<file path="src/verilog/vga_params.svh">
`ifndef VGA_PARAMS_SVH
`define VGA_PARAMS_SVH

// visible raster, kept small so whole frames simulate quickly
// 1024x768 timing values drop in here unchanged
`define VGA_WIDTH        16
`define VGA_HEIGHT       8

// horizontal region lengths in pixel clocks
`define VGA_H_FRONT      2
`define VGA_H_SYNC       3
`define VGA_H_BACK       2

// vertical region lengths in lines
`define VGA_V_FRONT      1
`define VGA_V_SYNC       2
`define VGA_V_BACK       1

// bits per colour channel
`define VGA_COLOR_DEPTH  8

// a line runs front porch, sync, back porch, then the visible pixels
`define VGA_H_TOTAL      (`VGA_H_FRONT + `VGA_H_SYNC + `VGA_H_BACK + `VGA_WIDTH)

// a frame is ordered the same way, counted in lines
`define VGA_V_TOTAL      (`VGA_V_FRONT + `VGA_V_SYNC + `VGA_V_BACK + `VGA_HEIGHT)

`endif

</file>
<file path="src/verilog/vga_pkg.sv">
`default_nettype none

`include "vga_params.svh"

package vga_pkg;

    // one pixel as it leaves the chip, red in the top bits
    typedef struct packed {
        logic [`VGA_COLOR_DEPTH-1:0] r;
        logic [`VGA_COLOR_DEPTH-1:0] g;
        logic [`VGA_COLOR_DEPTH-1:0] b;
    } pixel_t;

    // column index inside the visible area
    typedef logic [$clog2(`VGA_WIDTH)-1:0] hpos_t;

    // row index inside the visible area
    typedef logic [$clog2(`VGA_HEIGHT)-1:0] vpos_t;

    // test patterns selectable through the configuration port
    typedef enum logic [1:0] {
        pat_bars     = 2'd0,
        pat_checker  = 2'd1,
        pat_gradient = 2'd2
    } pattern_e;

endpackage

`default_nettype wire

</file>
<file path="src/verilog/vga_timing.sv">
`timescale 1ns/1ns
`default_nettype none

`include "vga_params.svh"

module vga_timing
    import vga_pkg::*;
(
    input  logic  clk,
    input  logic  rst_n,
    output logic  frame_start,
    output logic  active,
    output logic  h_sync,
    output logic  v_sync,
    output hpos_t x,
    output vpos_t y
);

    localparam int HW = $clog2(`VGA_H_TOTAL);
    localparam int VW = $clog2(`VGA_V_TOTAL);

    // region boundaries along a line
    localparam logic [HW-1:0] H_SYNC_START = HW'(`VGA_H_FRONT);
    localparam logic [HW-1:0] H_BACK_START = HW'(`VGA_H_FRONT + `VGA_H_SYNC);
    localparam logic [HW-1:0] H_ADDR_START = HW'(`VGA_H_FRONT + `VGA_H_SYNC + `VGA_H_BACK);
    localparam logic [HW-1:0] H_LAST       = HW'(`VGA_H_TOTAL - 1);

    // region boundaries down a frame
    localparam logic [VW-1:0] V_SYNC_START = VW'(`VGA_V_FRONT);
    localparam logic [VW-1:0] V_BACK_START = VW'(`VGA_V_FRONT + `VGA_V_SYNC);
    localparam logic [VW-1:0] V_ADDR_START = VW'(`VGA_V_FRONT + `VGA_V_SYNC + `VGA_V_BACK);
    localparam logic [VW-1:0] V_LAST       = VW'(`VGA_V_TOTAL - 1);

    logic [HW-1:0] h_cnt;
    logic [VW-1:0] v_cnt;
    logic [HW-1:0] h_nxt;
    logic [VW-1:0] v_nxt;
    logic          h_sync_nxt;
    logic          v_sync_nxt;
    logic          h_addr_nxt;
    logic          v_addr_nxt;

    // the flags are decoded from the next count so that they are
    // registered in the same cycle as the counters they describe
    always_comb begin
        h_nxt = (h_cnt == H_LAST) ? '0 : h_cnt + 1'b1;
        v_nxt = v_cnt;
        if (h_cnt == H_LAST) begin
            v_nxt = (v_cnt == V_LAST) ? '0 : v_cnt + 1'b1;
        end

        h_sync_nxt = (h_nxt >= H_SYNC_START) && (h_nxt < H_BACK_START);
        v_sync_nxt = (v_nxt >= V_SYNC_START) && (v_nxt < V_BACK_START);
        h_addr_nxt = (h_nxt >= H_ADDR_START);
        v_addr_nxt = (v_nxt >= V_ADDR_START);
    end

    // reset parks both counters at zero, the first front porch cycle,
    // so frame_start is already high for that state
    always_ff @(posedge clk) begin
        if (!rst_n) begin
            h_cnt       <= '0;
            v_cnt       <= '0;
            frame_start <= 1'b1;
            active      <= 1'b0;
            h_sync      <= 1'b0;
            v_sync      <= 1'b0;
        end else begin
            h_cnt       <= h_nxt;
            v_cnt       <= v_nxt;
            frame_start <= (h_nxt == '0) && (v_nxt == '0);
            active      <= h_addr_nxt && v_addr_nxt;
            h_sync      <= h_sync_nxt;
            v_sync      <= v_sync_nxt;
        end
    end

    // visible coordinates only mean something while active is high
    always_ff @(posedge clk) begin
        x <= hpos_t'(h_nxt - H_ADDR_START);
        y <= vpos_t'(v_nxt - V_ADDR_START);
    end

endmodule

`default_nettype wire

</file>
<file path="src/verilog/pattern_gen.sv">
`timescale 1ns/1ns
`default_nettype none

`include "vga_params.svh"

module pattern_gen
    import vga_pkg::*;
(
    input  logic     clk,
    input  logic     rst_n,
    input  logic     cfg_valid,
    input  pattern_e cfg_pattern,
    input  logic     frame_start,
    input  logic     active,
    input  hpos_t    x,
    input  vpos_t    y,
    output logic     cfg_ready,
    output pixel_t   pixel
);

    localparam int XW = $bits(hpos_t) + 3;
    localparam int CD = `VGA_COLOR_DEPTH;

    localparam logic [XW-1:0]   WIDTH_L = XW'(`VGA_WIDTH);
    localparam logic [CD-1:0]   FULL    = {CD{1'b1}};

    pattern_e      pend_pat;
    logic          pend_valid;
    pattern_e      cur_pat;
    logic [XW-1:0] bar_scaled;
    logic [XW-1:0] bar_idx;
    pixel_t        colour;

    // one choice can wait at a time
    assign cfg_ready = !pend_valid;

    always_ff @(posedge clk) begin
        if (!rst_n) begin
            pend_valid <= 1'b0;
            cur_pat    <= pat_bars;
        end else if (frame_start && pend_valid) begin
            // new pattern takes over only at a frame boundary
            cur_pat    <= pend_pat;
            pend_valid <= 1'b0;
        end else if (cfg_valid && cfg_ready) begin
            pend_valid <= 1'b1;
        end
    end

    always_ff @(posedge clk) begin
        if (cfg_valid && cfg_ready) begin
            pend_pat <= cfg_pattern;
        end
    end

    // eight equal bars, bar index = x * 8 / width
    assign bar_scaled = {x, 3'b000};
    assign bar_idx    = bar_scaled / WIDTH_L;

    always_comb begin
        colour = '0;
        case (cur_pat)
            pat_bars: begin
                colour.r = bar_idx[2] ? FULL : '0;
                colour.g = bar_idx[1] ? FULL : '0;
                colour.b = bar_idx[0] ? FULL : '0;
            end
            pat_checker: begin
                if (x[1] ^ y[1]) begin
                    colour = '1;
                end
            end
            pat_gradient: begin
                colour.r = CD'({x, 4'b0000});
                colour.g = CD'({y, 5'b00000});
            end
            default: colour = '0;
        endcase
    end

    always_ff @(posedge clk) begin
        pixel <= active ? colour : '0;
    end

endmodule

`default_nettype wire

</file>
<file path="src/verilog/vga_output.sv">
`timescale 1ns/1ns
`default_nettype none

module vga_output
    import vga_pkg::*;
(
    input  logic   clk,
    input  logic   rst_n,
    input  logic   active,
    input  logic   h_sync,
    input  logic   v_sync,
    input  pixel_t pixel,
    output pixel_t vga_rgb,
    output logic   vga_hs,
    output logic   vga_vs,
    output logic   vga_blank_n,
    output logic   vga_sync_n
);

    logic active_d;
    logic h_sync_d;
    logic v_sync_d;

    // the pixel register in the pattern stage costs one cycle,
    // so the flags wait one cycle here to stay beside their colour
    always_ff @(posedge clk) begin
        if (!rst_n) begin
            active_d <= 1'b0;
            h_sync_d <= 1'b0;
            v_sync_d <= 1'b0;
        end else begin
            active_d <= active;
            h_sync_d <= h_sync;
            v_sync_d <= v_sync;
        end
    end

    // pin register, colour is black wherever the raster is blanked
    always_ff @(posedge clk) begin
        if (!rst_n) begin
            vga_rgb     <= '0;
            vga_hs      <= 1'b0;
            vga_vs      <= 1'b0;
            vga_blank_n <= 1'b0;
            vga_sync_n  <= 1'b1;
        end else begin
            vga_rgb     <= active_d ? pixel : '0;
            vga_hs      <= h_sync_d;
            vga_vs      <= v_sync_d;
            vga_blank_n <= active_d;
            vga_sync_n  <= h_sync_d ~^ v_sync_d;
        end
    end

endmodule

`default_nettype wire

</file>
<file path="src/verilog/vga_top.sv">
`timescale 1ns/1ns
`default_nettype none

module vga_top
    import vga_pkg::*;
(
    input  logic     clk,
    input  logic     rst_n,
    input  logic     cfg_valid,
    input  pattern_e cfg_pattern,
    output logic     cfg_ready,
    output pixel_t   vga_rgb,
    output logic     vga_hs,
    output logic     vga_vs,
    output logic     vga_blank_n,
    output logic     vga_sync_n
);

    logic   frame_start;
    logic   active;
    logic   h_sync;
    logic   v_sync;
    hpos_t  x;
    vpos_t  y;
    pixel_t pixel;

    // raster counters and region flags
    vga_timing u_timing (
        .clk         (clk),
        .rst_n       (rst_n),
        .frame_start (frame_start),
        .active      (active),
        .h_sync      (h_sync),
        .v_sync      (v_sync),
        .x           (x),
        .y           (y)
    );

    // pattern select and per-pixel colour, one cycle behind the counters
    pattern_gen u_pattern (
        .clk         (clk),
        .rst_n       (rst_n),
        .cfg_valid   (cfg_valid),
        .cfg_pattern (cfg_pattern),
        .frame_start (frame_start),
        .active      (active),
        .x           (x),
        .y           (y),
        .cfg_ready   (cfg_ready),
        .pixel       (pixel)
    );

    // realign flags with colour and register the pins
    vga_output u_output (
        .clk         (clk),
        .rst_n       (rst_n),
        .active      (active),
        .h_sync      (h_sync),
        .v_sync      (v_sync),
        .pixel       (pixel),
        .vga_rgb     (vga_rgb),
        .vga_hs      (vga_hs),
        .vga_vs      (vga_vs),
        .vga_blank_n (vga_blank_n),
        .vga_sync_n  (vga_sync_n)
    );

endmodule

`default_nettype wire

</file>
<file path="config.mk">
export PLATFORM = sky130hd
export DESIGN_NAME = vga_top
export DESIGN_NICKNAME = d
export VERILOG_FILES = /design/src/verilog/vga_pkg.sv /design/src/verilog/vga_timing.sv /design/src/verilog/pattern_gen.sv /design/src/verilog/vga_output.sv /design/src/verilog/vga_top.sv
export VERILOG_INCLUDE_DIRS = /design/src /design/src/verilog
export SDC_FILE = /design/constraint.sdc
export NUM_CORES = 1
export LEC_CHECK = 0
export BUFFER_PORTS_ARGS = -buffer_cell sky130_fd_sc_hd__buf_2
export CORE_AREA = 2 2 57 80
export DETAILED_ROUTE_END_ITERATION = 8
export DIE_AREA = 0 0 59 82
export MAX_ROUTING_LAYER = met4
export PLACE_DENSITY = 0.78
export SLEW_MARGIN = 10
export SYNTH_ARGS = -nofsm -noshare
export SYNTH_HDL_FRONTEND = slang
export SYNTH_SLANG_ARGS = --single-unit
export TNS_END_PERCENT = 20
</file>
<file path="constraint.sdc">
create_clock -name clk -period 2.1 [get_ports clk]
set_input_delay 0 -clock clk [delete_from_list [all_inputs] [get_ports clk]]
set_output_delay 0 -clock clk [all_outputs]
set_load 0.01 [all_outputs]
</file>
# Word level (Yosys, flattened, before mapping)
# Cells that the tools add are included.
[totals]
input_bits = 5
register_bits = 80
elab_cells = 62
out_inout_bits = 29
[classes]
n_reduce_logical = 12
n_eq_ne = 4
mux = 9
n_lt_le_gt_ge = 6
n_bitwise = 3
addsub = 4
[ops]
columns = ["cell", "n"]
rows = [
  ["one-hot mux 16 bit (3 select lines)", 1],
  ["2-to-1 mux 24 bit", 1],
  ["2-to-1 mux 8 bit", 3],
  ["one-hot mux 8 bit (2 select lines)", 1],
  ["2-to-1 mux 4 bit", 2],
  ["logical AND 1 bit", 6],
  ["adder 5 x 1 -> 5 bit (second input constant)", 1],
  ["== test 5 bit (second input constant)", 1],
  [">= comparator 5 x 2 -> 1 bit (second input constant)", 1],
  [">= comparator 5 x 3 -> 1 bit (second input constant)", 1],
  ["logical NOT 5 bit", 1],
  ["< comparator 5 x 3 -> 1 bit (second input constant)", 1],
  ["2-to-1 mux 5 bit", 1],
  ["adder 4 x 1 -> 4 bit (second input constant)", 1],
  ["== test 4 bit (second input constant)", 1],
  [">= comparator 4 x 1 -> 1 bit (second input constant)", 1],
  [">= comparator 4 x 3 -> 1 bit (second input constant)", 1],
  ["logical NOT 4 bit", 1],
  ["< comparator 4 x 2 -> 1 bit (second input constant)", 1],
  ["subtractor 4 x 3 -> 4 bit (second input constant)", 1],
  ["subtractor 3 bit (second input constant)", 1],
  ["== test 2 x 1 -> 1 bit (second input constant)", 1],
  ["== test 2 bit (second input constant)", 1],
  ["logical NOT 2 bit", 1],
  ["6 further kinds", 6],
]

# Longest topological paths before layout
[depth]
word_depth = 5
ltp_mapped = 8
depth_no_buf = 8

# Cells and area by module
# Synthesis repeated with hierarchy kept, for this count alone.
[unflattened]
hier_cells = 222
area_unflattened_um2 = 2429.8
[modules_own_cells]
columns = ["mod", "n_inst", "area_each_um2", "seq_area_each_um2", "cells_each"]
rows = [
  ["vga_timing", 1, 948.4, 400.4, 94],
  ["vga_output", 1, 863.3, 620.6, 68],
  ["pattern_gen", 1, 618.1, 320.3, 60],
]

# Worst setup path after synthesis
# Ideal clock, no wire load.
[synth_timing]
kind = "register to register"
from = "register u_timing.h_cnt[0]"
to = "register u_timing.frame_start"
period_less_slack_ns = 1.724
t_arrival_ns = 1.628
path_buffers = 0
stages_incl_launch_ff = 7
setup_ns = 0.096
slack_ns = 0.376
required_ns = 2.004
path_cell_list = "dfxtp_1 inv_1 ha_1 nand4b_1 nor3b_1 o32a_4 o41ai_2"
[synth_between]
elab_chain_len = 4
word_cells_on_any_way = 7
cone_classes = "1 x add/sub; 1 x eq/ne; 2 x mux; 3 x reduce/logical"
[synth_lines]
columns = ["item", "line_no", "text"]
rows = [
  ["from (decl)", "vga_timing.sv:34", "logic [HW-1:0] h_cnt;"],
  ["from (signal assigned)", "vga_timing.sv:69", "h_cnt <= h_nxt;"],
  ["adder 5 x 1 -> 5 bit or == test 5 bit (tied branches)", "vga_timing.sv:46, vga_timing.sv:48", ""],
  ["2-to-1 mux 5 bit or 2-to-1 mux 4 bit (tied branches)", "vga_timing.sv:46, vga_timing.sv:48", ""],
  ["logical NOT 5 bit or logical NOT 4 bit (tied branches)", "vga_timing.sv:71", "frame_start <= (h_nxt == '0) && (v_nxt == '0);"],
  ["logical AND 1 bit *", "vga_timing.sv:71", ""],
  ["to (signal assigned)", "vga_timing.sv:71", ""],
  ["to (decl)", "vga_timing.sv:11", "output logic frame_start,"],
]
# Every way passes the cells marked *; elsewhere a longest branch is shown, timed or not.
# A chain may end at the register's enable or synchronous reset.

# Worst setup path after layout
# Ends and elaborated chain as after synthesis.

==> metrics.md <==
| Metric | Value |
|---|---|
| Post-Route WL | around 3.2 mm |
| CP Class | reg -> reg |
| Via Count | between 1,000 and 1,500 |
| # IOs | 34 |
| Input/output buffers | 33 |
| Routed vias/inst | approximately 5.2 |
| Crit path time final | between 1.5 and 2 ns |
| Period utilisation layout | 91.6% |
| Yosys warning count | 0 |
| Internal | 1490 uW |
| Post-placement cell count | 258 |
| Antenna Cells | 0 |
| Final hold vios | 0 |
| Netlist cell types | 41 |
| Count of final max-slew check failures | 0 |
| Ranking of synthesized cells by area | dfxtp_1, buf_4, nand2_1 |
| Worst Path Max Fanout | 8 |
| Worst vdd ir | between 0.4 and 0.5 mV |
| Synth Net Count | about 210 |
| Fill count | 370 |
| Final Wtd Congestion | around 0.90 |
| Sw frac | 20.7% |
| Skew final | 0.00564 ns |
| Row count | 28 |
| Multi-input logic area | about 770 sq um |
| Critical Path RT | between 2 and 2.5 ns |
| Worst-skew pair later-pin latency | roughly 0.30 ns |
| DRC violations left | 0 |
| Setup TNS | 0 ns |
| Mean routed wirelength per cell | ~12 microns |
| Post-DP HPWL | around 2.3 mm |
| Status | completed |
| Max Cap Viol | 0 |
| Syn Area/Cell | just over 10 sq um |
| Top cell type's share of synthesized area | 50.0% |
| Synthesis-to-finish area growth | 11.9% |
| ANT nets after route | 0 |
| Rel. slew slack | between 60% and 70% |
| Slew @ Worst Pin | approximately 0.52 ns |
| Die area | ~4800 sq um |
| DR iter-0 viols | 23 |
| FF/Latch Area | 1060 sq um |
| Seq/Total Area, Yosys | a little over half |
| Startpoint Class | flip-flop |
| Synth Cell Area | 2000 sq um |
| CTS tree | built |
| Post-CTS Resized | 0 |
| Gr usage total | between 10% and 20% |
| Top cells by count, synth | dfxtp_1, nand2_1, nor2_1 |
| Vias in the first global route | 1,172 |
| P_sw | 389 uW |
| Arr. time, crit path | 2.13 ns |
| Leading area contributor after synthesis | dfxtp_1 |
| Post-synth top flop | dfxtp_1 |
| Core outline area | between 4000 and 5000 sq um |
| PD cells | around 840 nW/um^2 |
| Top-count cell post-synth | dfxtp_1 |
| Combinational Power Share | about 5.9% |
| Layout cells sized above 1 | approximately 22% |
| Yosys reg bits | 52 |
| DR pass1 iterations | 5 |
| CTS clk-pin slew, worst paths | 0.09 ns |
| Setup Fix Bufs, Post-CTS | 0 |
| Post-synth EDFFs | 2 |
| Initial Util | 48.4% |
| CTS max path bufs | 2 |
| Sink Count | 52 |
| Worst Hold Depth | 2 |
| Ys async rst share | 0% |
| Setup crit end kind | flip-flop |
| Die Y | around 82 microns |
| First-pass GRT wire length | between 5 and 6 mm |
| Worst reg-to-reg path cell count | 8 |
| Die span in x | just under 60 microns |
| Endpoints failing setup | 0 |
| Root buf cell | clkbuf_8 |
| RSZ-0062 raised after global routing | false |
| Sequential Power Share | between 50% and 60% |
| Fmax | between 500 and 600 MHz |
| Leak Pwr | about 0.0011 uW |
| Clock buffer count from CTS | 5 |
| Overflow after GRT | 0 |
| # H-tree levels | 2 |
| Largest net degree at the start of global routing | 16 |
| Synth Instances | just under 200 |
| Fin cells | between 200 and 300 |
| Initial antenna violation count | 0 |
| Hold crit path type | in -> reg |
| Share of total power in the clock network | a little under two fifths |
| Net count reported at finish | around 230 |
logic make-up (layout without fill, tap and decap cells):
kind of cell    Yosys count  in the layout  share of synthesized area [%]
mux                       5              5                           2.56
compound gates           29             29                           10.9
buf+inv                  27             51                           8.75
fa+ha+maj                 4              4                           2.50
simple gates             75             75                           19.2
xor+xnor                  7              7                           3.06
flops                    52             52                           53.0
metal layers:
metal	vias to the layer above	track usage, %	wire length [microns]
met4	0	5.68	57
met3	6	4.72	139
met2	47	27.6	1800
met1	636	13.7	1240
li1	704	-	-
met5	-	-	0
placed cells by master (no fill, tap or decap), types with 5 or more instances in the layout:
| master | count |
|---|---|
| and3_1 | 10 |
| nor2_1 | 19 |
| inv_1 | 5 |
| dfxtp_1 | 50 |
| clkbuf_8 | 5 |
| nor3_1 | 5 |
| and2_1 | 7 |
| nand2_1 | 19 |
| a21oi_1 | 12 |
| buf_2 | 33 |
path summary, 6_finish.rpt:
| check | from | to | slack (ns) |
|---|---|---|---|
| max | u_timing.h_cnt[0] | u_timing.frame_start | 0.18 |
| min | cfg_valid | u_pattern.pend_pat[1] | 0.12 |
| max reg2reg | u_timing.h_cnt[0] | u_timing.frame_start | 0.18 |
| min reg2reg | u_timing.y[2] | u_pattern.pixel[15] | 0.44 |
metrics by stage:
| stage | area [sq um] | hold WS [ns] | util, % | total power, uW | worst slack (ns) |
|---|---|---|---|---|---|
| floorplan | 2000 | 0.0989 | - | 1150 | 0.376 |
| global placement | 2090 | 0.179 | 50.5 | 1170 | 0.277 |
| detailed placement | 2090 | 0.179 | 50.5 | 1180 | 0.221 |
| CTS | 2240 | 0.114 | 54.2 | 1900 | 0.196 |
| global route | 2240 | 0.111 | 54.2 | 1960 | 0.0471 |
| finish | 2240 | 0.123 | 54.2 | 1880 | 0.176 |
state kept, by name, indices dropped and copies added (netlist names), 2 cells and up:
signal and cells:
u_pattern.pend_pat 2, u_pattern.cur_pat 2, u_timing.v_cnt 4, u_pattern.pixel 10, u_timing.y 3, u_timing.x 4
u_output.vga_rgb 10, u_timing.h_cnt 5
power groups by stage:
stage	clock (uW)	sequential, uW	combinational [uW]
after floorplan	0	1060	88.7
after global placement	0	1070	105
after detailed placement	0	1070	107
after CTS	735	1050	113
after global routing	785	1050	125
final	722	1050	112
area by class of cell:
cell class / instances / share of cell area [%]
clock buffers: 6 / 4.19
clock inverters: 1 / 1.34
inverters: 6 / 1.01
multi-input cells: 120 / 34.2
flip-flops and latches: 52 / 47.4
well taps: 45 / 2.51
repair buffers: 38 / 9.39
repair_timing:
action,in CTS,in global routing
endpoints found under the hold margin,3,0
endpoints found under the setup margin,0,0
hold buffers,3,0
critical path: stages, from the launching register on:
cell and delay [ns]:
dfxtp_1 0.34, inv_1 0.12, ha_1 0.23, nand4b_1 0.29
or2b_1 0.25, ha_1 0.13, o21ai_0 0.07, a31o_2 0.23
o41ai_2 0.18
(Power assumes the default switching activity.)
